`config.mk`:
```
export PLATFORM = sky130hd
export DESIGN_NAME = alu_issue
export DESIGN_NICKNAME = d
export VERILOG_FILES = /design/src/alu_pkg.sv /design/src/alu_issue.sv
export SDC_FILE = /design/constraint.sdc
export NUM_CORES = 1
export LEC_CHECK = 0
export BUFFER_PORTS_ARGS = -buffer_cell sky130_fd_sc_hd__buf_2
export CAP_MARGIN = 20
export CORE_AREA = 2 2 158 160
export DETAILED_ROUTE_END_ITERATION = 8
export DIE_AREA = 0 0 160 162
export GPL_TIMING_DRIVEN = 0
export PLACE_DENSITY = 0.58
export SLEW_MARGIN = 20
export SYNTH_ARGS = -nofsm -noshare
export SYNTH_HDL_FRONTEND = slang
export SYNTH_SLANG_ARGS = --single-unit
```
`constraint.sdc`:
```
create_clock -name clk -period 11.39 [get_ports clk]
set_clock_uncertainty 0.05 [all_clocks]
set_input_delay 1.139 -clock clk [delete_from_list [all_inputs] [get_ports clk]]
set_output_delay 1.139 -clock clk [all_outputs]
set_load 0.005 [all_outputs]
```
`src/alu_pkg.sv`:
```
// ALU package: value and shift types, opcode and combine enums, unit select, request/response/work structs
`default_nettype none

package alu_pkg;

	// ==============================
	// Plain value types
	// ==============================

	// One operand or one result
	typedef logic [63:0] value_t;

	// Shift amount, taken from the low bits of operand b
	typedef logic [5:0] shamt_t;

	// ==============================
	// Encodings
	// ==============================

	typedef enum logic [4:0] {
		ADD3, SUB3,
		AND, OR, EOR, NAND, NOR, ENOR,
		SEQ, SLT, SLTU,
		MIN3, MAX3, MID3,
		SHL, SHR, ASR,
		MUL, MULU, MULH, MULUH,
		DIV, DIVU, MOD, MODU
	} alu_op_e;

	// How the first-stage value is merged with operand c
	typedef enum logic [1:0] {
		CMB_AND,
		CMB_OR,
		CMB_EOR,
		CMB_NONE
	} cmb_e;

	typedef enum logic [1:0] {
		UNIT_LOGIC,
		UNIT_MUL,
		UNIT_DIV
	} unit_e;

	// ==============================
	// Structs
	// ==============================

	typedef struct packed {
		alu_op_e op;
		cmb_e    cmb;
		value_t  a;
		value_t  b;
		value_t  c;
	} alu_req_t;

	typedef struct packed {
		value_t value;
		logic   dbz;
	} alu_rsp_t;

	// Held operation plus the unit it was steered to
	typedef struct packed {
		alu_req_t req;
		unit_e    unit;
	} alu_work_t;

endpackage

`default_nettype wire

```
`src/alu_issue.sv`:
```
// Issue stage: request accept, unit decode, held work register and start pulses
`timescale 1ns/1ns
`default_nettype none

module alu_issue (
	input  wire                  clk,
	input  wire                  rst,
	input  wire                  in_valid,
	output logic                 in_ready,
	input  wire alu_pkg::alu_req_t in_req,
	input  wire                  retire,
	output alu_pkg::alu_work_t   work,
	output logic                 logic_start,
	output logic                 mul_start,
	output logic                 div_start
);

	typedef enum logic {
		IDLE,
		BUSY
	} state_e;

	state_e          state;
	logic            accept;
	logic            launch;
	alu_pkg::unit_e  dec_unit;

	assign in_ready = (state == IDLE);
	assign accept = in_valid && in_ready;

	// Steer each opcode to the unit that executes it
	always_comb
	begin
		case (in_req.op)
			alu_pkg::MUL, alu_pkg::MULU, alu_pkg::MULH, alu_pkg::MULUH:
				dec_unit = alu_pkg::UNIT_MUL;
			alu_pkg::DIV, alu_pkg::DIVU, alu_pkg::MOD, alu_pkg::MODU:
				dec_unit = alu_pkg::UNIT_DIV;
			default:
				dec_unit = alu_pkg::UNIT_LOGIC;
		endcase
	end

	// Only the unit named in the held work sees the start pulse
	assign logic_start = launch && (work.unit == alu_pkg::UNIT_LOGIC);
	assign mul_start = launch && (work.unit == alu_pkg::UNIT_MUL);
	assign div_start = launch && (work.unit == alu_pkg::UNIT_DIV);

	always_ff @(posedge clk)
	begin
		if (rst)
		begin
			state <= IDLE;
			launch <= 1'b0;
		end
		else
		begin
			// Start lines are single-cycle pulses
			launch <= accept;
			case (state)
				IDLE:
					if (accept)
						state <= BUSY;
				BUSY:
					if (retire)
						state <= IDLE;
				default:
					state <= IDLE;
			endcase
		end
	end

	// The operands stay put until the next accept, which the units rely on
	always_ff @(posedge clk)
	begin
		if (accept)
		begin
			work.req <= in_req;
			work.unit <= dec_unit;
		end
	end

endmodule

`default_nettype wire

```
==> results.cfg, run 1 <==
[setup_path]
timing.rr.end = work[186]$_DFFE_PP_
critPathLaunchType = flip-flop
crit_path_start = work[0]$_SDFFCE_PP0P_
required_ns = 10.20
critPathMaxStageDelay_ns = 0.43
crit_slowest_cell = edfxtp_1
worstPathMaxFanout = 4
critPathBufInv = 1
arrival_ns = 1.29
cp_top_family = flip-flops
critPathKind = reg2out
r2r-start = state$_SDFF_PP0_
crit_end = logic_start
critical_path_depth = 2
path_cells = nor3b_1 > buf_2
rr_worst_depth = 5
timing.reg2reg.setup_slack_ns = 9.57
end_kind = output port

[cells_and_area]
num-fill-cells = 2308
seq_area_um2 = 6080
fin_nets = 862
multi_input_area_um2 = 97.6
drive_gt1_frac = 0.660
final_area_um2 = 9520
syn_to_final_growth_pct = 54.1

[clock_network]
path_clk_slew_ns = 0.06
cts_tree = done
clk_path_buf_depth = 3
cts_resized = 0
h-tree-depth = 1
clock_latency_ns = 0.49
post_cts_buffers = 0
cts_buffers = 22
cts_sinks = 203
cts_root_buffer = clkbuf_16
cts_hold_buf = 0

[synthesis]
synth.most_common_cell = edfxtp_1
synth_top_area_cell = edfxtp_1
syn_inst = 219
yosysWarnings = 0
yosys_most_used_dff = edfxtp_1
netlist_area_um2 = 6170
synth_area_leaders = edfxtp_1, dfxtp_1, and3b_1
synthArstFlopShare = 0
syn_nets = 423
synthDistinctLibCells = 12
synth_seq_cells = 203
synth-edff-count = 201
synth_area_per_cell_um2 = 28.2
synth_top_area_frac = 0.978
yosysSeqAreaShare = 0.984
synthTopCellsByCount = edfxtp_1, nor2_1

[drt]
detail_route.vias_per_cell = 3.83
vias = 3830
firstDrtPassIters = 4
drt_iter0_drc = 195
drt_wl_total_mm = 16.6
drc = 0
wl_per_cell_um = 16.6
antenna_left = 0

[timing]
tns_ns = 0
maxSlewViolCount = 0
setup_violations = 0
fin_crit_ns = 2.48
rsz0062_at_grt = no
hold_viol = 0
worst_pin_slew_ns = 0.225
final.setup.worst_slack_ns = 8.91
maxSlewHeadroom = 0.850
finalCritPeriodShare = 0.217
max_clock_freq_ghz = 0.404

[die]
io-pin-count = 408
row_count = 57
dieArea_um2 = 25900
die_h_um = 162
core_area_um2 = 24100
start_util = 0.256
die_width_um = 160

[min_path]
worstHoldStart = state$_SDFF_PP0_
hold_path_class = reg2reg

[global_route]
track_usage = 0.121
grt_overflow = 0
antenna_found_initial = 6
grt_max_degree = 29
grt_pass1_vias = 4051
grt_pass1_wl_mm = 23.3

[place]
portBuffers = 407
place_ws_ns = 8.66
hpwl_mm = 13.0
postPlaceCellArea_um2 = 8800
gp_routability_congestion = 0.740

[run_status]
status = finished, final reports clean

[power]
power_density_nw_per_um2 = 178
ir_worst_vdd_uv = 121
power_leakage_nw = 4.02

[flow_run]
cap_violations = 0
-- cell type report --
| class | instances | share of cell area |
|---|---|---|
| well taps | 324 | 0.0426 |
| clock inverters | 7 | 0.00934 |
| repair buffers | 415 | 0.232 |
| diodes | 2 | 0.000526 |
| clock buffers | 33 | 0.0655 |
| multi-input cells | 14 | 0.0103 |
| flip-flops and latches | 203 | 0.639 |
| inverters | 2 | 0.000789 |
-- tightest hold or removal path, delay by kind of cell (launching register included) --
| kind | cells | cell delay (ns) |
|---|---|---|
| AOI/OAI and AO/OA | 1 | 0.05 |
| DFF | 1 | 0.35 |
| and+or+nand+nor | 1 | 0.10 |
-- stage by stage --
step                 util  hold slack, ns  power (W)  std cells
floorplan               -           0.407   0.000941        219
global route        0.395           0.524    0.00177        999
detailed placement  0.365           0.492    0.00103        958
global placement    0.357           0.430    0.00103        950
finish              0.395           0.498    0.00170       1000
CTS                 0.395           0.497    0.00173        998
-- power by group --
group | leakage (nW) | internal [W] | switching [W]
registers | 1.94 | 0.000876 | 0.0000110
logic | 1.74 | 0.0000606 | 0.0000580
clock network | 0.341 | 0.000423 | 0.000269
total | 4.02 | 0.00136 | 0.000338
-- flip-flops by register name, summed over array words and instances, names as in the netlist --
signal and flops:
work 201, launch 1, state 1
-- cells by family (layout without fill, tap and decap cells) --
logic type | after synthesis | count (layout) | share of synthesized area
buffers and inverters | 2 | 457 | 0.00122
AOI/OAI and AO/OA | 2 | 2 | 0.00243
adders and majority gates | 1 | 1 | 0.00203
DFF | 203 | 203 | 0.984
and+or+nand+nor | 11 | 11 | 0.0101
other | 0 | 2 | 0
-- worst min-delay path by stage --
stage	endpoint	cells past startpoint
final	state$_SDFF_PP0_	2
after CTS	state$_SDFF_PP0_	2
after detailed placement	state$_SDFF_PP0_	2
after global routing	state$_SDFF_PP0_	2
after floorplan	state$_SDFF_PP0_	1
after global placement	state$_SDFF_PP0_	1
-- placed cells by master, fill, tap and decap left out, types with 3 or more instances in the layout --
cell / Yosys / routed
buf_2: 0 / 407
edfxtp_1: 201 / 201
clkbuf_16: 0 / 23
clkbuf_1: 0 / 9
buf_12: 0 / 6
nor2_1: 3 / 3
-- layer usage --
metal	routed length (µm)	vias up	GRT usage
met2	8420	271	0.216
met3	2160	33	0.0595
met1	5660	1749	0.123
li1	-	1769	-
met5	52	-	0
met4	295	8	0.0389
Note: power is estimated with default switching activity, not from simulation.
==> inputs of run 2 (changes only) <==
--- a/config.mk
+++ b/config.mk
@@ -7,11 +7,11 @@
 export LEC_CHECK = 0
 export BUFFER_PORTS_ARGS = -buffer_cell sky130_fd_sc_hd__buf_2
 export CAP_MARGIN = 20
-export CORE_AREA = 2 2 158 160
+export CORE_AREA = 2 2 159 161
 export DETAILED_ROUTE_END_ITERATION = 8
-export DIE_AREA = 0 0 160 162
+export DIE_AREA = 0 0 161 163
 export GPL_TIMING_DRIVEN = 0
-export PLACE_DENSITY = 0.58
+export PLACE_DENSITY = 0.56
 export SLEW_MARGIN = 20
 export SYNTH_ARGS = -nofsm -noshare
 export SYNTH_HDL_FRONTEND = slang
==> constraint.sdc (replaced) <==
create_clock -name clk -period 2.4 [get_ports clk]
set_clock_uncertainty 0.05 [all_clocks]
set_input_delay 0.24 -clock clk [delete_from_list [all_inputs] [get_ports clk]]
set_output_delay 0.24 -clock clk [all_outputs]
set_load 0.005 [all_outputs]
==> run 2 against run 1 <==
- the run now fails in clock tree synthesis (4_1_cts)
- synthesized cell count is the same
- area after synthesis is the same
==> results.cfg, run 2 <==
[run_status]
status = aborted with a tool error
haltStage = clock tree synthesis (4_1_cts)
first-error = [ERROR RSZ-0060] Max buffer count reached.

[die]
io-pin-count = 408
start_util = 0.250
die_width_um = 161
die_h_um = 163
row_count = 58

[synthesis]
syn_inst = 219
synthArstFlopShare = 0
yosys_most_used_dff = edfxtp_1
yosysWarnings = 0
yosysSeqAreaShare = 0.984
synth_area_leaders = edfxtp_1, dfxtp_1, and3b_1
synth.most_common_cell = edfxtp_1
synth_top_area_cell = edfxtp_1
netlist_area_um2 = 6170
syn_nets = 423
synth_top_area_frac = 0.978
synth_area_per_cell_um2 = 28.2
synth_seq_cells = 203
synth-edff-count = 201
synthTopCellsByCount = edfxtp_1, nor2_1
synthDistinctLibCells = 12

[clock_network]
cts_hold_buf = 202
cts_root_buffer = clkbuf_16
h-tree-depth = 1
cts_resized = 0
cts_sinks = 203
post_cts_buffers = 0
clk_path_buf_depth = 3
cts_buffers = 23

[place]
gp_routability_congestion = 0.739
hpwl_mm = 11.7
place_ws_ns = 0.382
portBuffers = 407
==> run 2: cell counts after synthesis <==
Identical to the previous run, type by type.
==> run 2: stage by stage <==
stage,cell area (µm²),std cells,hold slack (ns),utilization
detailed placement,8810,964,0.368,0.357
global placement,8630,956,0.367,0.350
floorplan,6180,219,0.261,-
==> run 2: kinds of logic after synthesis <==
| family | Yosys count | share of synthesized area |
|---|---|---|
| fa+ha+maj | 1 | 0.00203 |
| simple gates | 11 | 0.0101 |
| compound gates | 2 | 0.00243 |
| buf+inv | 2 | 0.00122 |
| flops | 203 | 0.984 |
==> inputs of run 3 (changes only) <==
--- a/config.mk
+++ b/config.mk
@@ -7,11 +7,11 @@
 export LEC_CHECK = 0
 export BUFFER_PORTS_ARGS = -buffer_cell sky130_fd_sc_hd__buf_2
 export CAP_MARGIN = 20
-export CORE_AREA = 2 2 159 161
+export CORE_AREA = 2 2 156 158
 export DETAILED_ROUTE_END_ITERATION = 8
-export DIE_AREA = 0 0 161 163
+export DIE_AREA = 0 0 158 160
 export GPL_TIMING_DRIVEN = 0
-export PLACE_DENSITY = 0.56
+export PLACE_DENSITY_LB_ADDON = 0.15
 export SLEW_MARGIN = 20
 export SYNTH_ARGS = -nofsm -noshare
 export SYNTH_HDL_FRONTEND = slang
==> run 3 against run 2 <==
- the flow again stops in clock tree synthesis (4_1_cts)
- area after synthesis unchanged
- synthesized cell count stayed put
==> results.cfg, run 3 <==
[synthesis]
synth_area_leaders = edfxtp_1, dfxtp_1, and3b_1
synthTopCellsByCount = edfxtp_1, nor2_1
yosysWarnings = 0
synth_top_area_frac = 0.978
synth_area_per_cell_um2 = 28.2
syn_nets = 423
syn_inst = 219
synthArstFlopShare = 0
synth.most_common_cell = edfxtp_1
yosysSeqAreaShare = 0.984
synthDistinctLibCells = 12
synth-edff-count = 201
netlist_area_um2 = 6170
synth_top_area_cell = edfxtp_1
yosys_most_used_dff = edfxtp_1
synth_seq_cells = 203

[clock_network]
cts_root_buffer = clkbuf_16
h-tree-depth = 1
cts_sinks = 203
cts_resized = 0
cts_buffers = 22
cts_hold_buf = 200
clk_path_buf_depth = 3
post_cts_buffers = 0

[place]
hpwl_mm = 12.6
portBuffers = 407
place_ws_ns = 0.427
gp_routability_congestion = 0.736

[die]
io-pin-count = 408
row_count = 57
die_h_um = 160
die_width_um = 158
start_util = 0.259

[run_status]
haltStage = clock tree synthesis (4_1_cts)
status = aborted with a tool error
first-error = [ERROR RSZ-0060] Max buffer count reached.
[run 3: cell families after synthesis]
logic type,after synthesis,share of synthesized area
flops,203,0.984
buf+inv,2,0.00122
simple gates,11,0.0101
fa+ha+maj,1,0.00203
compound gates,2,0.00243
[run 3: per-stage QoR]
stage	area [µm²]	util	std cells	hold WS, ns
3_5_place_dp	8810	0.370	958	0.368
3_3_place_gp	8620	0.362	950	0.366
2_1_floorplan	6180	-	219	0.261
