<file path="src/alu_pkg.sv">
// ALU package: value and shift types, opcode and combine enums, unit select, request/response/work structs
`default_nettype none

package alu_pkg;

	// ==============================
	// Plain value types
	// ==============================

	// One operand or one result
	typedef logic [63:0] value_t;

	// Shift amount, taken from the low bits of operand b
	typedef logic [5:0] shamt_t;

	// ==============================
	// Encodings
	// ==============================

	typedef enum logic [4:0] {
		ADD3, SUB3,
		AND, OR, EOR, NAND, NOR, ENOR,
		SEQ, SLT, SLTU,
		MIN3, MAX3, MID3,
		SHL, SHR, ASR,
		MUL, MULU, MULH, MULUH,
		DIV, DIVU, MOD, MODU
	} alu_op_e;

	// How the first-stage value is merged with operand c
	typedef enum logic [1:0] {
		CMB_AND,
		CMB_OR,
		CMB_EOR,
		CMB_NONE
	} cmb_e;

	typedef enum logic [1:0] {
		UNIT_LOGIC,
		UNIT_MUL,
		UNIT_DIV
	} unit_e;

	// ==============================
	// Structs
	// ==============================

	typedef struct packed {
		alu_op_e op;
		cmb_e    cmb;
		value_t  a;
		value_t  b;
		value_t  c;
	} alu_req_t;

	typedef struct packed {
		value_t value;
		logic   dbz;
	} alu_rsp_t;

	// Held operation plus the unit it was steered to
	typedef struct packed {
		alu_req_t req;
		unit_e    unit;
	} alu_work_t;

endpackage

`default_nettype wire

</file>
<file path="src/alu_div.sv">
// Iterative restoring divider: signed/unsigned quotient and remainder, divide-by-zero flag
`timescale 1ns/1ns
`default_nettype none

module alu_div (
	input  wire                   clk,
	input  wire                   rst,
	input  wire alu_pkg::alu_work_t work,
	input  wire                   start,
	output alu_pkg::value_t       result,
	output logic                  dbz,
	output logic                  done
);

	logic            busy;
	logic [5:0]      cnt;
	alu_pkg::value_t rem_q;
	alu_pkg::value_t quo_q;
	alu_pkg::value_t dvs_q;
	logic            dbz_q;
	logic            sgn;
	logic            want_rem;
	logic            neg_a;
	logic            neg_b;
	alu_pkg::value_t mag_a;
	alu_pkg::value_t mag_b;
	logic [64:0]     trial;
	logic [64:0]     diff;
	logic            fit;
	alu_pkg::value_t q_fix;
	alu_pkg::value_t r_fix;

	assign sgn = (work.req.op == alu_pkg::DIV) || (work.req.op == alu_pkg::MOD);
	assign want_rem = (work.req.op == alu_pkg::MOD) || (work.req.op == alu_pkg::MODU);
	assign neg_a = sgn && work.req.a[63];
	assign neg_b = sgn && work.req.b[63];
	assign mag_a = neg_a ? -work.req.a : work.req.a;
	assign mag_b = neg_b ? -work.req.b : work.req.b;

	// One restoring step: shift in the next dividend bit and subtract if it fits
	assign trial = {rem_q, quo_q[63]};
	assign diff = trial - {1'b0, dvs_q};
	assign fit = trial >= {1'b0, dvs_q};

	always_ff @(posedge clk)
	begin
		if (start)
		begin
			rem_q <= '0;
			quo_q <= mag_a;
			dvs_q <= mag_b;
			dbz_q <= (work.req.b == '0);
		end
		else if (busy)
		begin
			rem_q <= fit ? diff[63:0] : trial[63:0];
			quo_q <= {quo_q[62:0], fit};
		end
	end

	always_ff @(posedge clk)
	begin
		if (rst)
		begin
			busy <= 1'b0;
			cnt <= '0;
			done <= 1'b0;
		end
		else
		begin
			done <= busy && (cnt == 6'd63);
			if (start)
			begin
				busy <= 1'b1;
				cnt <= '0;
			end
			else if (busy)
			begin
				cnt <= cnt + 6'd1;
				if (cnt == 6'd63)
					busy <= 1'b0;
			end
		end
	end

	// ==============================
	// Sign fix and result select
	// ==============================

	// Quotient truncates toward zero, remainder follows the dividend
	always_comb
	begin
		q_fix = (neg_a ^ neg_b) ? -quo_q : quo_q;
		r_fix = neg_a ? -rem_q : rem_q;
		if (dbz_q)
		begin
			q_fix = '1;
			r_fix = work.req.a;
		end
	end

	assign result = want_rem ? r_fix : q_fix;
	assign dbz = dbz_q;

endmodule

`default_nettype wire

</file>
<file path="config.mk">
export PLATFORM = sky130hd
export DESIGN_NAME = alu_div
export DESIGN_NICKNAME = d
export VERILOG_FILES = /design/src/alu_pkg.sv /design/src/alu_div.sv
export SDC_FILE = /design/constraint.sdc
export NUM_CORES = 1
export LEC_CHECK = 0
export BUFFER_PORTS_ARGS = -buffer_cell sky130_fd_sc_hd__buf_2
export CAP_MARGIN = 20
export CORE_AREA = 2 2 178 180
export CTS_CLUSTER_DIAMETER = 60
export DETAILED_ROUTE_END_ITERATION = 10
export DIE_AREA = 0 0 180 182
export PLACE_DENSITY = 0.87
export SLEW_MARGIN = 20
export SYNTH_ARGS = -nofsm -noshare
export SYNTH_HDL_FRONTEND = slang
export SYNTH_SLANG_ARGS = --single-unit
</file>
<file path="constraint.sdc">
create_clock -name clk -period 5.3 [get_ports clk]
set_input_delay 0.265 -clock clk [delete_from_list [all_inputs] [get_ports clk]]
set_output_delay 0.265 -clock clk [all_outputs]
set_load 0.02 [all_outputs]
</file>
==> qor.csv, run 1 <==
metric;value;unit
status;finished, final reports clean;
internal reg-to-reg setup slack;1.06;ns
hold path depth;2;
Net Sw Frac;33.7;%
Slew HR;29.3;%
r2r endpoint;rem_q[32];
synth top area cells;edfxtp_1, xnor2_1, dfxtp_1;
CP max FO;10;
Required @ worst endpoint;5.04;ns
post-synthesis xor/xnor area fraction;14.6;%
WHS Endpoint;dvs_q[23];
first-pass GRT wire length;86900;microns
FF-to-FF Start;quo_q[63];
Initial Utilization;58.7;%
Synth Register Bits;201;
minimum clock period;4.91;ns
Setup TNS Final;0;ns
Post-Synth Adder-Cell Area;4.86;%
initial DRC count;2223;
clock sink count;201;
syn nets;2590;
fillers;2659;
total number of yosys warnings;0;
Worst Hold Class;in2reg;
Simple-Gate Fraction of Synth Area;21.3;%
post-DR wirelength/cell;19.1;microns
endpoint class of the critical path;primary output;
Max-Cap Viols;0;
Die ar.;0.0328;sq mm
post-layout util;65.5;%
pwr dens;261;mW/mm^2
row cnt;65;
Fin Hold WS;0.0377;ns
Post-Syn Area;0.0182;sq mm
post-synth cell types;98;
Resize count post-CTS;0;
Yosys top cell by area;edfxtp_1;
CORE AREA;0.0310;sq mm
Seq/Total Area, Yosys;29.2;%
Max Fclk;204;MHz
Final Hold Viols;0;
Setup violations, final;0;
Layout Nets;2711;
CP Class;reg2out;
dpl cell area;0.0193;sq mm
Root Buffer;clkbuf_16;
EDFF count, synth;129;
final period utilization;92.5;%
DRT Wirelength;54600;microns
slowest cell delay on critical path;0.60;ns
Int Power;3.52;mW
insertion delay to the later sink of the worst-skew pair;0.55;ns
width of the die;180;microns
CP Launch Type;flip-flop;
postcts setup bufs;0;
Yosys top cell area share;21.3;%
clock share of power;35.0;%
Sw Pwr;1.78;mW
initial antenna violation count;0;
Detail Placement HPWL;40700;microns
H-tree levels;1;
Inserted Clock Buffers;25;
CTS tree;done;
io pins;270;
Clock Skews;0.0174;ns
reg2reg path depth;14;
cells along the critical path;buf_4 -> or4_1 -> nor4bb_1 -> nand4_1 -> nor3_1 -> nor3b_2 -> nand2b_1 -> nor2_2 -> buf_4 -> a41oi_1 -> xnor2_1 -> a221oi_1 -> buf_2;
largest net degree at the start of global routing;113;
Worst-path clk slew;0.06;ns
Sequential Power Share;37.4;%
Logic pwr share;27.6;%
leakage;7.72;nW
routed vias;18400;
ys async rst share;0;%
VDD IR max;0.231;mV
First-pass DRT Iterations;8;
vias in the first global route;16800;
Die Y;182;microns
Crit path top cell by count;buf_4;
# diodes;0;
syn avg cell area;7.85;sq um
Main synth FF type;edfxtp_1;
gr usage total;31.9;%
Worst-Margin Slew;1.06;ns
Synth Area in Compound Gates;24.2;%
mux share of post-synthesis cell area;0.688;%
Max Root-Sink Buffers;3;
WP data arrival;4.64;ns
Post-Layout Inst Area;0.0203;sq mm
largest family of logic cells by synthesized area;compound AO/OA/AOI/OAI gates;
Via-to-Cell Ratio;6.43;
PortBufs;201;
layout cells sized above 1;12.9;%
RSZ-0062 raised after global routing;no;
grt ovf;0;
hold_sp;work[89];
number of routed nets with antenna violations;0;
Residual DRC;0;
Slowest cell on crit path;or4_1;
Layout area overhead;11.7;%
count of pins over their slew limit;0;
RePlAce Congestion;0.961;
Cells after Synth;2316;
total power;5.30;mW
area by class of cell:
type | count | area, sq um | area share, %
clock buffer | 33 | 741 | 3.65
clock inverter | 12 | 160 | 0.789
inverter | 109 | 409 | 2.02
timing repair buffer | 223 | 1200 | 5.92
tap | 402 | 503 | 2.48
sequential | 201 | 5320 | 26.2
multi-input combinational | 1877 | 12000 | 59.0
per-layer routing:
| metal | part of all wire [%] | GRT usage [%] |
|---|---|---|
| met3 | 11 | 5.29 |
| met1 | 42 | 45.8 |
| met2 | 43 | 48.6 |
| met4 | 3.2 | 11.3 |
| met5 | 0 | 0 |
power by group through the flow:
stage | combinational (mW) | clock, mW | sequential (mW)
after CTS | 1.43 | 1.87 | 1.97
final | 1.46 | 1.86 | 1.98
after floorplan | 1.02 | 0 | 1.95
after global routing | 1.60 | 1.93 | 2.00
after global placement | 1.38 | 0 | 2.00
after detailed placement | 1.41 | 0 | 2.01
registers in the layout, indices dropped and copies added, names as in the netlist:
name   count
dvs_q     64
quo_q     64
rem_q     64
cnt        6
busy       1
dbz        1
done       1
worst max-delay path by stage:
stage	endpoint	start	slack, ns	cells past startpoint
floorplan	result[57]	quo_q[29]	1.40	10
global placement	result[63]	rem_q[6]	1.18	13
detailed placement	result[63]	rem_q[6]	1.09	13
CTS	result[63]	rem_q[6]	0.50	13
global route	result[63]	rem_q[6]	0.21	13
finish	result[63]	rem_q[6]	0.39	13
synth_stat cells (all sizes together), types with 9 or more instances:
cell and instances:
nor3 64, ha 69, nand2b 18, o41ai 19
edfxtp 129, a21oi 226, clkbuf 119, or4 20
a31oi 30, dfxtp 72, a311oi 43, o22a 23
xnor2 179, o21bai 9, nor2b 19, buf 10
and3 14, xor2 125, o31ai 39, and2 12
inv 109, nand2 221, a211oi 12, nor4 32
nand3 24, nor2 312, o32a 27, a21o 25
nand4 26, or3 31, o21ai 139
through the flow:
step,setup WS [ns],std cells
floorplan,1.40,2316
global placement,1.18,2809
detailed placement,1.09,2809
CTS,0.504,2856
global route,0.206,2857
finish,0.395,2857
worst max-delay path: cells and delay by family, from the launching register on:
kind / cells / cell delay, ns
compound gates: 2 / 0.74
xor+xnor: 1 / 0.19
buf+inv: 3 / 0.62
flops: 1 / 0.29
simple gates: 7 / 2.25
cells by family after synthesis:
kind of cell             count (synthesis)
AND/OR/NAND/NOR                        819
AO/OA/AOI/OAI                          672
XOR/XNOR                               304
buffers and inverters                  238
flip-flops                             201
adder cells (fa/ha/maj)                 70
multiplexers                            12
cells in the final DEF (no fill, tap or decap), drive strengths merged, types with 20 or more instances in the layout:
cell type and instances:
nor2 312, a21oi 226, nand2 221, buf 221
xnor2 179, o21ai 139, edfxtp 129, xor2 125
inv 113, dfxtp 72, ha 69, nor3 64
a311oi 43, o31ai 39, clkbuf 33, nor4 32
or3 31, a31oi 30, o32a 27, nand4 26
a21o 25, nand3 24, o22a 23, or4 20
what timing repair did:
action	4_1_cts	5_1_grt
endpoints found under the setup margin	0	0
hold endpoints to repair	3	0
hold buffers	2	0
(Power assumes the default switching activity.)
==> run 2, diff against run 1 <==
--- a/config.mk
+++ b/config.mk
@@ -12,6 +12,7 @@
 export DETAILED_ROUTE_END_ITERATION = 10
 export DIE_AREA = 0 0 180 182
 export PLACE_DENSITY = 0.87
+export RECOVER_POWER = 50
 export SLEW_MARGIN = 20
 export SYNTH_ARGS = -nofsm -noshare
 export SYNTH_HDL_FRONTEND = slang
==> qor.csv, run 2 (same netlist as run 1, synthesis figures left out) <==
metric;value;unit;change
RePlAce Congestion;0.961;;unchanged
Max-Cap Viols;4;;+4
Clock Skews;0.0202;ns;+0.00285 ns
First-pass DRT Iterations;6;;-2
io pins;270;;unchanged
CORE AREA;0.0310;sq mm;unchanged
DRT Wirelength;54600;microns;about the same
CP Launch Type;flip-flop;;
Layout Nets;2711;;unchanged
Die Y;182;microns;unchanged
initial DRC count;2316;;+4.2%
minimum clock period;4.98;ns;+0.0750 ns
Fin Hold WS;0.0340;ns;-0.00373 ns
post-DR wirelength/cell;19.1;microns;about the same
Int Power;3.52;mW;about the same
RSZ-0062 raised after global routing;no;;
status;finished, violations left;;
Slew HR;-42.7;%;-72 points
layout cells sized above 1;12.1;%;-0.73 points
postcts setup bufs;0;;unchanged
insertion delay to the later sink of the worst-skew pair;0.55;ns;about the same
WP data arrival;4.71;ns;+0.07 ns
Max Fclk;201;MHz;-1.5%
Resize count post-CTS;0;;unchanged
first-pass GRT wire length;86900;microns;unchanged
Worst-Margin Slew;2.14;ns;+1.08 ns
leakage;7.68;nW;-0.53%
Detail Placement HPWL;40700;microns;unchanged
largest registers;dvs_q (64), quo_q (64), rem_q (64);;
# diodes;0;;unchanged
largest net degree at the start of global routing;113;;unchanged
clock share of power;35.1;%;about the same
vias in the first global route;16800;;unchanged
row cnt;65;;unchanged
setup ws final;0.320;ns;-0.0750 ns
CP Class;reg2out;;
commonest non-fill, non-tap cell in the layout;nor2_1;;
worst slack at placement;1.09;ns;unchanged
Setup TNS Final;0;ns;unchanged
internal reg-to-reg setup slack;1.09;ns;+0.03 ns
clock sink count;201;;unchanged
endpoint class of the critical path;primary output;;
fillers;2668;;+0.34%
Sequential Power Share;37.4;%;about the same
Worst-path clk slew;0.06;ns;about the same
count of pins over their slew limit;166;;+166
Via-to-Cell Ratio;6.44;;about the same
final period utilization;94.0;%;+1.4 points
failing checks;max-capacitance violations, max-slew violations;;
grt ovf;0;;unchanged
CTS tree;done;;
Die ar.;0.0328;sq mm;unchanged
Root Buffer;clkbuf_16;;
Residual DRC;0;;unchanged
Worst Hold Class;in2reg;;
Net Sw Frac;33.7;%;+0.039 points
Logic pwr share;27.5;%;about the same
initial antenna violation count;0;;unchanged
width of the die;180;microns;unchanged
CP max FO;10;;unchanged
Final Hold Viols;0;;unchanged
Layout area overhead;11.4;%;
area occupied by multi-input gates;0.0120;sq mm;about the same
gr usage total;31.9;%;unchanged
most frequent cells in the layout;nor2_1, a21oi_1, nand2_1;;
pwr dens;262;mW/mm^2;+0.28%
Sw Pwr;1.79;mW;+0.18%
VDD IR max;0.233;mV;+0.82%
H-tree levels;1;;unchanged
hold_buf cts;2;;unchanged
Sequential Area;0.00532;sq mm;about the same
number of routed nets with antenna violations;0;;unchanged
Max Root-Sink Buffers;3;;unchanged
Required @ worst endpoint;5.04;ns;about the same
PortBufs;201;;unchanged
Setup violations, final;0;;unchanged
Initial Utilization;58.7;%;unchanged
routed vias;18400;;+0.098%
Inserted Clock Buffers;25;;unchanged
[run 2: area by class of cell]
class / count / share of cell area [%]
clock buffer: 33 / 3.66
clock inverter: 12 / 0.791
inverter: 109 / 2.02
multi-input combinational: 1877 / 59.0
sequential: 201 / 26.2
tap: 402 / 2.48
timing repair buffer: 223 / 5.79
[run 2: through the flow]
| stage | total power [mW] | area, sq um | util, % | cells |
|---|---|---|---|---|
| after global placement | 3.38 | 19300 | 62.4 | 2809 |
| final | 5.30 | 20300 | 65.4 | 2857 |
| after global routing | 5.52 | 20300 | 65.4 | 2857 |
| after detailed placement | 3.42 | 19300 | 62.4 | 2809 |
| after CTS | 5.27 | 20300 | 65.4 | 2856 |
| after floorplan | 2.97 | 18200 | - | 2316 |
[run 2: path summary, 6_finish.rpt]
kind | startpoint | endpoint | cells past startpoint
max | rem_q[6] | result[63] | 13
min | work[85] | dvs_q[19] | 2
max reg2reg | quo_q[63] | rem_q[32] | 14
min reg2reg | cnt[5] | cnt[5] | 2
[run 2: per-layer routing]
layer | up-vias | global-route usage (%) | share of wire, %
met3 | 133 | 5.29 | 11
met5 | - | 0 | 0
met1 | 8491 | 45.8 | 42
met4 | 0 | 11.3 | 3.3
met2 | 1096 | 48.6 | 43
li1 | 8668 | - | -
[run 2: critical path: stages (launching register included)]
cell and delay (ns):
dfxtp_1 0.29, buf_4 0.16, or4_1 0.60, nor4bb_1 0.48, nand4_1 0.29, nor3_1 0.24, nor3b_2 0.34, nand2b_1 0.19
nor2_2 0.11, buf_4 0.18, a41oi_1 0.15, xnor2_1 0.26, a221oi_1 0.59, buf_2 0.27
[run 2: power groups by stage]
stage / clock, mW / sequential (mW) / combinational, mW
CTS: 1.87 / 1.97 / 1.43
global placement: 0 / 2.00 / 1.38
global route: 1.93 / 2.00 / 1.59
floorplan: 0 / 1.95 / 1.02
finish: 1.86 / 1.98 / 1.46
detailed placement: 0 / 2.01 / 1.41
