`src/alu_pkg.sv`:
```
// ALU package: value and shift types, opcode and combine enums, unit select, request/response/work structs
`default_nettype none

package alu_pkg;

	// ==============================
	// Plain value types
	// ==============================

	// One operand or one result
	typedef logic [63:0] value_t;

	// Shift amount, taken from the low bits of operand b
	typedef logic [5:0] shamt_t;

	// ==============================
	// Encodings
	// ==============================

	typedef enum logic [4:0] {
		ADD3, SUB3,
		AND, OR, EOR, NAND, NOR, ENOR,
		SEQ, SLT, SLTU,
		MIN3, MAX3, MID3,
		SHL, SHR, ASR,
		MUL, MULU, MULH, MULUH,
		DIV, DIVU, MOD, MODU
	} alu_op_e;

	// How the first-stage value is merged with operand c
	typedef enum logic [1:0] {
		CMB_AND,
		CMB_OR,
		CMB_EOR,
		CMB_NONE
	} cmb_e;

	typedef enum logic [1:0] {
		UNIT_LOGIC,
		UNIT_MUL,
		UNIT_DIV
	} unit_e;

	// ==============================
	// Structs
	// ==============================

	typedef struct packed {
		alu_op_e op;
		cmb_e    cmb;
		value_t  a;
		value_t  b;
		value_t  c;
	} alu_req_t;

	typedef struct packed {
		value_t value;
		logic   dbz;
	} alu_rsp_t;

	// Held operation plus the unit it was steered to
	typedef struct packed {
		alu_req_t req;
		unit_e    unit;
	} alu_work_t;

endpackage

`default_nettype wire

```
`src/alu_result.sv`:
```
// Result stage: captures the finishing unit's value and holds the response until taken
`timescale 1ns/1ns
`default_nettype none

module alu_result (
	input  wire                  clk,
	input  wire                  rst,
	input  wire                  logic_done,
	input  wire                  mul_done,
	input  wire                  div_done,
	input  wire alu_pkg::value_t logic_result,
	input  wire alu_pkg::value_t mul_result,
	input  wire alu_pkg::value_t div_result,
	input  wire                  div_dbz,
	output logic                 out_valid,
	input  wire                  out_ready,
	output alu_pkg::alu_rsp_t    out_rsp,
	output logic                 retire
);

	logic              any_done;
	alu_pkg::value_t   done_value;
	alu_pkg::alu_rsp_t rsp_q;

	assign any_done = logic_done || mul_done || div_done;

	// Only one unit runs at a time, so at most one done is high
	always_comb
	begin
		if (mul_done)
			done_value = mul_result;
		else if (div_done)
			done_value = div_result;
		else
			done_value = logic_result;
	end

	always_ff @(posedge clk)
	begin
		if (any_done)
		begin
			rsp_q.value <= done_value;
			rsp_q.dbz <= div_done && div_dbz;
		end
	end

	always_ff @(posedge clk)
	begin
		if (rst)
			out_valid <= 1'b0;
		else if (any_done)
			out_valid <= 1'b1;
		else if (out_ready)
			out_valid <= 1'b0;
	end

	assign out_rsp = rsp_q;
	assign retire = out_valid && out_ready;

endmodule

`default_nettype wire

```
`config.mk`:
```
export PLATFORM = sky130hd
export DESIGN_NAME = alu_result
export DESIGN_NICKNAME = d
export VERILOG_FILES = /design/src/alu_pkg.sv /design/src/alu_result.sv
export SDC_FILE = /design/constraint.sdc
export NUM_CORES = 1
export LEC_CHECK = 0
export BUFFER_PORTS_ARGS = -buffer_cell sky130_fd_sc_hd__buf_2
export CORE_MARGIN = 4
export CORE_UTILIZATION = 30
export CTS_CLUSTER_SIZE = 14
export DETAILED_ROUTE_END_ITERATION = 7
export PLACE_DENSITY_LB_ADDON = 0.1
export RECOVER_POWER = 50
export SLEW_MARGIN = 20
export SYNTH_ARGS = -nofsm -noshare
export SYNTH_HDL_FRONTEND = slang
export SYNTH_SLANG_ARGS = --single-unit
```
`constraint.sdc`:
```
create_clock -name clk -period 4.6 [get_ports clk]
set_input_delay 0.69 -clock clk [delete_from_list [all_inputs] [get_ports clk]]
set_output_delay 0.69 -clock clk [all_outputs]
set_load 0.05 [all_outputs]
```
==> results.md, run 1 <==
- Starting density of the core: 31.0%
- Cell Area, Synth: 0.00340 mm^2
- Tot Pwr: 0.00201 W
- Slowest stage delay, CP: 0.93 ns
- CTS Hold Bufs: 0
- Ratio of cells with drive above 1 in the final layout: 39.1%
- Final wirelength: 9.64 mm
- Total CTS buffers: 9
- Final Setup Violations: 0
- Gp weighted congestion: 0.714
- RR Endpoint: out_valid
- Inserted Diodes: 0
- Area grow syn2layout: 46.5%
- DR WL/cell: 14.0 um
- FP Rows: 38
- Most used cell along the critical path: buf_4
- Clock transition at path regs: 0.05 ns
- Startpoint types: primary input
- Most numerous cell in the Yosys netlist: edfxtp_1
- Core region area: 0.0110 mm^2
- Slowest cell on the critical path: inv_1
- Remaining DRCs: 0
- Clock Tree Buf Depth: 2
- CTS tree: yes
- Post-Syn Nets: 485
- Worst Path Required: 4.57 ns
- Largest net degree at the start of global routing: 67
- R2R Path Start: out_valid
- Async SR Flop Fraction: 0%
- PortBufs: 265
- R2r setup slk: 4.00 ns
- Final Slew Violations: 66
- Relative slew slack: -38.6%
- Skew final: 0 ns
- Worst-path cell chain: buf_4 > nor3_1 > inv_1 > buf_4
- Root buf cell: clkbuf_16
- Final Cycle Share: 61.3%
- Die height: 114 um
- CTS Sinks: 66
- DR iter-0 viols: 57
- VDD IR max: 0.000162 V
- Yosys warnings: 0
- Setup Fix Bufs, Post-CTS: 0
- Total Nets Final: 742
- FF-to-FF path depth: 2
- Number of antenna violations at the first check in global routing: 0
- Post-synth EDFFs: 65
- Syn_area_per_cell: 11.9 um^2
- RSZ-0062 raised after global routing: false
- Outcome: finished with violations
- Dpl hpwl: 7.53 mm
- Hold Crit Class: flip-flop to flip-flop
- Critical path peak fanout: 64
- CTS resizes: 0
- Gr usage total: 13.6%
- Synth top area share: 57.4%
- Max Clk Rate: 0.354 GHz
- Lkg Pwr: 2.34 nW
- Chip width: 114 um
- PwrDens: 404 mW/mm^2
- FF+latch count, synth: 66
- Crit end category: flip-flop
- Count of cell types in the netlist: 16
- Vias: 2998
- H-tree levels: 3
- GR Overflow Total: 0
- Global-route wire length before repair: 13.9 mm
- Die Area: 0.0131 mm^2
- Final min period: 2.82 ns
- Vias in the first global route: 2912
- Top post-synthesis cells by count: 65 x edfxtp_1, 64 x mux2i_1, 64 x nand2_1, 38 x o21ai_1, 26 x o21ai_0
- First-pass DRT Iterations: 4
- Vias per cell: 4.36
- Failing checks: max-capacitance violations, max-slew violations
- Worst-Margin Slew: 2.08 ns
- CP endpoint: out_rsp[0]
- Yosys top cell by area: edfxtp_1
- Synth area leaders: edfxtp_1 57%, mux2i_1 19%, nand2_1 7.1%, o21ai_1 5.6%, o21ai_0 3.8%
- Sum Neg Setup Slack: 0 ns
- ANT nets after route: 0
- Critical path launch point: mul_done
- Crit path DAT: 2.79 ns
- Top FF cell, synth: edfxtp_1
- Synth Instances: 286
- Hold_sp: out_valid
- I/O Pins: 266
- Register area share after synthesis: 58.0%
- Final Hold Vio Count: 0
- Worst-Skew Late Latency: 0.31 ns
- CP Class: primary input to flip-flop
- MaxCap Viol Count: 1
==> sequential cells by signal, indices dropped and copies added (netlist names) <==
register,flops
out_valid,1
out_rsp,65
==> through the flow <==
| step | setup slack, ns | std cells | hold WS [ns] | area, um^2 | util, % |
|---|---|---|---|---|---|
| global route | 1.47 | 688 | 0.509 | 4980 | 45.4 |
| detailed placement | 1.87 | 672 | 0.479 | 4750 | 43.2 |
| global placement | 1.91 | 672 | 0.494 | 4750 | 43.2 |
| floorplan | 1.81 | 286 | 0.695 | 3400 | - |
| CTS | 2.20 | 688 | 0.488 | 5080 | 46.3 |
| finish | 1.78 | 688 | 0.486 | 4980 | 45.4 |
==> metal layers <==
metal | GRT usage (%) | wire [um] | share of wire, %
met5 | 0 | 0 | 0
met4 | 6.10 | 224 | 2.3
met3 | 4.12 | 998 | 10
met2 | 24.0 | 4950 | 51
met1 | 15.0 | 3460 | 36
==> power by group <==
part           total, W  switching (W)  internal [W]
Combinational  0.000500       0.000365      0.000134
Clock          0.000757       0.000232      0.000525
Sequential     0.000756      0.0000159      0.000740
==> critical path: cells and delay by family <==
kind                   cells  cell delay, ns
buffers and inverters      3            1.90
and+or+nand+nor            1            0.14
==> cell usage in the layout (no fill, tap or decap), drive strengths merged <==
cell,count
a21oi,1
and2,2
buf,200
bufinv,3
clkbuf,78
clkinv,2
clkinvlp,1
dfxtp,1
edfxtp,65
inv,1
mux2i,64
nand2,64
nand2b,1
nor3,1
o21ai,64
==> worst min path at each step <==
stage | endpoint | depth (start not counted)
3_5_place_dp | out_valid | 2
6_report | out_valid | 2
5_1_grt | out_valid | 2
2_1_floorplan | out_valid | 2
3_3_place_gp | out_valid | 2
4_1_cts | out_valid | 2
==> layout make-up <==
cell class                      count  area [um^2]
Clock buffer                       10          229
Clock inverter                      6          105
Fill cell                        1094         6000
Inverter                            1         3.75
Multi-Input combinational cell    197         1230
Sequential cell                    66         1970
Tap cell                          140          175
Timing Repair Buffer              268         1270
==> logic make-up after synthesis <==
kind of cell | share of synthesized area, %
AND/OR/NAND/NOR | 8.09
flip-flops | 58.0
AO/OA/AOI/OAI | 9.56
multiplexers | 18.8
buffers and inverters | 5.55
Power figures use the tool's default switching activity.
==> run 2: changes to the inputs <==
==> constraint.sdc (replaced) <==
create_clock -name clk -period 2.8 [get_ports clk]
set_input_delay 0.42 -clock clk [delete_from_list [all_inputs] [get_ports clk]]
set_output_delay 0.42 -clock clk [all_outputs]
set_load 0.05 [all_outputs]
==> results.md, run 2 (synthesized netlist as in run 1, its figures left out) <==
- Outcome: finished clean
- Worst path depth: 4 (unchanged)
- Largest net degree at the start of global routing: 76 (+13%)
- WHS Endpoint: out_valid
- RR Endpoint: out_valid
- Most frequent cells in the layout: 197 x buf_2, 68 x clkbuf_1, 65 x edfxtp_1
- Gr usage total: 14.8% (+1.2 points)
- Hold_sp: rst
- Chip width: 114 um (unchanged)
- PwrDens: 626 mW/mm^2 (+55%)
- Total CTS buffers: 9 (unchanged)
- Area grow syn2layout: 46.1%
- Number of antenna violations at the first check in global routing: 0 (unchanged)
- RSZ-0062 raised after global routing: false
- Relative slew slack: 27.6% (+66 points)
- Critical path peak fanout: 65 (+1.6%)
- First-pass DRT Iterations: 4 (unchanged)
- Lkg Pwr: 2.35 nW (+0.14%)
- Vias: 3081 (+2.8%)
- Worst-Margin Slew: 1.09 ns (-0.992 ns)
- ANT nets after route: 0 (unchanged)
- VDD IR max: 0.000256 V (+58%)
- Starting density of the core: 31.0% (unchanged)
- Vias in the first global route: 3023 (+3.8%)
- MaxCap Viol Count: 0 (-1)
- Fin area: 0.00497 mm^2 (-0.23%)
- Hold Crit Class: primary input to flip-flop
- DR iter-0 viols: 131 (+130%)
- Skew final: 0 ns (unchanged)
- Worst path bufs/invs: 3 (unchanged)
- GR Overflow Total: 0 (unchanged)
- Dpl hpwl: 7.83 mm (+3.9%)
- R2R Path Start: out_valid
- Clock Tree Buf Depth: 2 (unchanged)
- R2r setup slk: 2.18 ns (-1.82 ns)
- Remaining DRCs: 0 (unchanged)
- DP Area: 0.00478 mm^2 (+0.79%)
- Delay-heaviest family, CP: buffers and inverters
- Max Clk Rate: 0.513 GHz
- Crit end category: flip-flop
- Ratio of cells with drive above 1 in the final layout: 39.6% (+0.55 points)
- Final Slew Violations: 0 (-100%)
- Sum Neg Setup Slack: 0 ns (unchanged)
- Total Nets Final: 742 (unchanged)
- Die height: 114 um (unchanged)
- DR WL/cell: 14.9 um (+6.1%)
- Worst-path cell chain: clkbuf_2 > nor3_1 > inv_2 > buf_12
- Slowest stage delay, CP: 0.78 ns (-0.15 ns)
- Worst-Skew Late Latency: 0.32 ns (about the same)
- H-tree levels: 3 (unchanged)
- Core region area: 0.0110 mm^2 (unchanged)
- Gp weighted congestion: 0.779 (+9.0%)
- Final Setup Violations: 0 (unchanged)
- Root buf cell: clkbuf_16
- Most common cell after layout, fill and taps aside: buf_2
- CP Class: primary input to flip-flop
- Startpoint types: primary input
- Inserted Diodes: 0 (unchanged)
- Vias per cell: 4.48 (+2.8%)
- Largest register FFs: 65 (unchanged)
- Critical path launch point: div_done
- Final min period: 1.95 ns
- CTS resizes: 0 (unchanged)
- FP Rows: 38 (unchanged)
- FF-to-FF path depth: 2 (unchanged)
- PortBufs: 265 (unchanged)
- Crit path DAT: 1.93 ns (-0.86 ns)
- Hold Worst Slack: 0.253 ns (-0.233 ns)
- Setup Fix Bufs, Post-CTS: 0 (unchanged)
- Global-route wire length before repair: 14.8 mm (+6.3%)
- Final Core Density: 45.3% (-0.10 points)
- Die Area: 0.0131 mm^2 (unchanged)
- Final wirelength: 10.2 mm (+6.1%)
- Final Cycle Share: 69.7%
- Worst hold path depth: 2 (unchanged)
- CTS Hold Bufs: 0 (unchanged)
- Worst Path Required: 2.78 ns (-1.79 ns)
- Slowest cell on the critical path: clkbuf_2
- Clock transition at path regs: 0.05 ns (about the same)
- CTS Sinks: 66 (unchanged)
- Final Hold Vio Count: 0 (unchanged)
- I/O Pins: 266 (unchanged)
- CTS tree: yes
[run 2: final cells by class]
type,count,area (um^2)
well taps,140,175
clock buffers,14,274
fillers,1085,6010
clock inverters,2,10.0
flip-flops and latches,66,1970
repair buffers,268,1310
multi-input cells,197,1230
inverters,1,3.75
[run 2: worst max path at each step]
stage	end	slack [ns]
after CTS	out_rsp[39]	1.31
final	out_rsp[64]	0.85
after detailed placement	out_rsp[12]	0.94
after floorplan	out_rsp[0]	0.28
after global routing	out_rsp[34]	0.69
after global placement	out_rsp[4]	1.0
[run 2: worst reg2reg max path, stage by stage (launching register included)]
cell,delay [ns]
dfxtp_1,0.35
nand2b_1,0.07
a21oi_1,0.14
[run 2: per-stage QoR]
stage / setup WS, ns / instances / power [W]
after floorplan: 0.283 / 286 / 0.00185
after CTS: 1.31 / 688 / 0.00319
final: 0.850 / 688 / 0.00311
after global placement: 0.999 / 672 / 0.00211
after global routing: 0.691 / 688 / 0.00327
after detailed placement: 0.945 / 672 / 0.00212
[run 2: report_power, final]
group	internal, W	leakage [nW]	total, W	switching (W)
logic	0.000218	1.51	0.000818	0.000600
clock network	0.000669	0.143	0.00105	0.000382
registers	0.00122	0.696	0.00124	0.0000276
[run 2: per-layer routing]
metal / vias up / share of wire (%) / wire (um) / GRT usage (%)
met5: - / 0 / 0 / 0
met4: 0 / 2.8 / 290 / 7.60
met3: 21 / 9.5 / 973 / 4.23
met2: 161 / 52 / 5280 / 25.9
met1: 1339 / 36 / 3680 / 16.2
li1: 1560 / - / - / -
==> run 3: changes to the inputs <==
--- a/config.mk
+++ b/config.mk
@@ -5,6 +5,7 @@
 export SDC_FILE = /design/constraint.sdc
 export NUM_CORES = 1
 export LEC_CHECK = 0
+export ABC_AREA = 1
 export BUFFER_PORTS_ARGS = -buffer_cell sky130_fd_sc_hd__buf_2
 export CORE_MARGIN = 4
 export CORE_UTILIZATION = 30
==> constraint.sdc (replaced) <==
create_clock -name clk -period 1.9 [get_ports clk]
set_input_delay 0.285 -clock clk [delete_from_list [all_inputs] [get_ports clk]]
set_output_delay 0.285 -clock clk [all_outputs]
set_load 0.05 [all_outputs]
==> results.md, run 3 <==
- Worst hold path depth: 4 (+2)
- CTS Sinks: 66 (unchanged)
- Most numerous cell in the Yosys netlist: nand2_1
- Worst Path Required: 1.62 ns (-1.16 ns)
- Ratio of cells with drive above 1 in the final layout: 36.2% (-3.4 points)
- Synth area leaders: edfxtp_1 50%, nand2_1 19%, nand3_1 8.4%, inv_1 6.7%, or2_1 5.5%
- Largest net degree at the start of global routing: 61 (-20%)
- PortBufs: 265 (unchanged)
- Final Slew Violations: 0 (unchanged)
- GR Overflow Total: 0 (unchanged)
- DR iter-0 viols: 65 (-50%)
- Tot Pwr: 0.00454 W (+46%)
- Gp weighted congestion: 0.811 (+4.1%)
- WHS Endpoint: out_valid
- Sum Neg Setup Slack: 0 ns (unchanged)
- MaxCap Viol Count: 0 (unchanged)
- I/O Pins: 266 (unchanged)
- Net Switching: 0.00153 W (+51%)
- RSZ-0062 raised after global routing: false
- Vias: 3818 (+24%)
- Syn_area_per_cell: 7.87 um^2 (-34%)
- Switching Fraction: 33.6% (+1.2 points)
- DP Area: 0.00536 mm^2 (+12%)
- Hold Crit Class: primary input to flip-flop
- Global routing usage on met3: 5.36% (+1.1 points)
- FF-to-FF path depth: 4 (+2)
- GR Util met2: 26.8% (+0.85 points)
- Final Cycle Share: 75.0%
- CTS Hold Bufs: 0 (unchanged)
- Skew final: 0 ns (unchanged)
- Lkg Pwr: 3.02 nW (+29%)
- Crit end category: output pin
- Die Area: 0.0148 mm^2 (+13%)
- Gr usage total: 15.1% (+0.34 points)
- Root buf cell: clkbuf_16
- Clock transition at path regs: 0.05 ns (about the same)
- Hold Worst Slack: 0.201 ns (-0.0512 ns)
- Worst path bufs/invs: 1 (-2)
- Final Hold Vio Count: 0 (unchanged)
- Largest register FFs: 65 (unchanged)
- Inserted Diodes: 0 (unchanged)
- FF+latch count, synth: 66 (unchanged)
- Clock Tree Buf Depth: 2 (unchanged)
- CP Class: flip-flop to output pin
- Hold_sp: rst
- Pint: 0.00301 W (+43%)
- Final Setup Violations: 0 (unchanged)
- Clock Power Share: 30.6% (-3.2 points)
- Synth top area share: 50.5% (-6.9 points)
- Register area share after synthesis: 51.0% (-7.0 points)
- R2r setup slk: 1.24 ns (-0.94 ns)
- Die height: 122 um (+6.1%)
- FP Rows: 41 (+7.9%)
- Critical path peak fanout: 1 (-98%)
- Slowest cell on the critical path: clkbuf_1
- Worst-path cell chain: clkbuf_1
- CTS tree: yes
- Post-Syn Nets: 690 (+42%)
- Top post-synthesis cells by count: 197 x nand2_1, 69 x inv_1, 65 x edfxtp_1, 65 x nand3_1, 34 x or2_1
- Crit path DAT: 1.14 ns (-0.79 ns)
- CTS resizes: 0 (unchanged)
- Remaining DRCs: 0 (unchanged)
- Worst-Margin Slew: 0.658 ns (-0.428 ns)
- Comb power frac: 28.8% (+2.5 points)
- Top FF cell, synth: edfxtp_1
- Delay-heaviest family, CP: buffers and inverters
- Relative slew slack: 56.3% (+29 points)
- ANT nets after route: 0 (unchanged)
- Total Nets Final: 947 (+28%)
- Dpl hpwl: 9.26 mm (+18%)
- Count of cell types in the netlist: 12 (-4)
- Yosys warnings: 0 (unchanged)
- Starting density of the core: 30.6% (-0.34 points)
- Number of antenna violations at the first check in global routing: 1 (+1)
- H-tree levels: 3 (unchanged)
- Flop pwr share: 40.6% (+0.6 points)
- Final wirelength: 11.6 mm (+13%)
- Outcome: finished clean
- Max Clk Rate: 0.702 GHz
- GRT Max-Usage Layer: met2
- R2R Path Start: out_valid
- Startpoint types: flip-flop
- Yosys top cell by area: edfxtp_1
- Slowest stage delay, CP: 0.50 ns (-0.28 ns)
- Most frequent cells in the layout: 219 x buf_2, 196 x nand2_1, 70 x inv_1
- Vias per cell: 4.13 (-7.7%)
- PwrDens: 818 mW/mm^2 (+31%)
- Worst-Skew Late Latency: 0.31 ns (about the same)
- Post-synth EDFFs: 65 (unchanged)
- Cell Area, Synth: 0.00387 mm^2 (+14%)
- Setup Fix Bufs, Post-CTS: 0 (unchanged)
- DR WL/cell: 12.5 um (-16%)
- Global-route wire length before repair: 17.4 mm (+18%)
- Vias in the first global route: 3730 (+23%)
- Fin area: 0.00555 mm^2 (+12%)
- Final Core Density: 44.0% (-1.3 points)
- Synth Instances: 491 (+72%)
- Fillers: 1327 (+22%)
- Most common cell after layout, fill and taps aside: buf_2
- Total CTS buffers: 9 (unchanged)
- RR Endpoint: out_valid
- Async SR Flop Fraction: 0% (unchanged)
- Area grow syn2layout: 43.5%
- Routing usage on met1: 17.0% (+0.82 points)
- Final min period: 1.42 ns
- First-pass DRT Iterations: 4 (unchanged)
- Chip width: 122 um (+6.1%)
- Core region area: 0.0126 mm^2 (+15%)
- VDD IR max: 0.000345 V (+35%)
## run 3: cell count changes in the layout (fill, tap and decap cells not counted), moves of 3 or more
cell      delta
nand2_1    +132
inv_1       +70
nand3_1     +65
mux2i_1     -64
o21ai_0     -44
or2_1       +34
or2_2       +30
buf_2       +22
clkbuf_1    -22
o21ai_1     -20
buf_4        +4
clkbuf_8     -3
## run 3: cells by family after synthesis
| kind of cell | share of synthesized area, % |
|---|---|
| buf+inv | 11.0 |
| simple gates | 38.0 |
| flops | 51.0 |
## run 3: cell type report
class	instances	area, um^2	share of cell area, %
clock inverters	5	22.5	0.406
multi-input cells	327	1480	26.6
repair buffers	273	1370	24.6
well taps	172	215	3.88
flip-flops and latches	66	1970	35.5
inverters	71	267	4.80
clock buffers	10	229	4.13
## run 3: how the worst max path moves through the flow
stage,depth (start not counted),slack (ns),start,to
after floorplan,4,0.17,div_done,out_rsp[0]
after global placement,4,0.32,mul_done,out_rsp[27]
after detailed placement,4,0.31,mul_done,out_rsp[26]
after CTS,3,0.56,out_valid,retire
after global routing,1,0.43,out_rsp[2],out_rsp[2]
final,1,0.48,out_rsp[61],out_rsp[61]
## run 3: metal layers
layer	up-vias	part of all wire [%]
met5	-	0.11
met1	1610	39
li1	2028	-
met4	2	1.4
met3	13	11
met2	165	49
## run 3: per-stage QoR
step           cells  worst slack (ns)
5_1_grt          924             0.427
6_report         924             0.475
2_1_floorplan    491             0.167
4_1_cts          924             0.560
3_3_place_gp     909             0.324
3_5_place_dp     909             0.309
## run 3: power by group through the flow
stage,clock network (W),logic [W],registers [W]
finish,0.00139,0.00131,0.00184
global route,0.00150,0.00142,0.00186
CTS,0.00144,0.00136,0.00184
detailed placement,0,0.00136,0.00187
global placement,0,0.00135,0.00187
floorplan,0,0.000316,0.00247
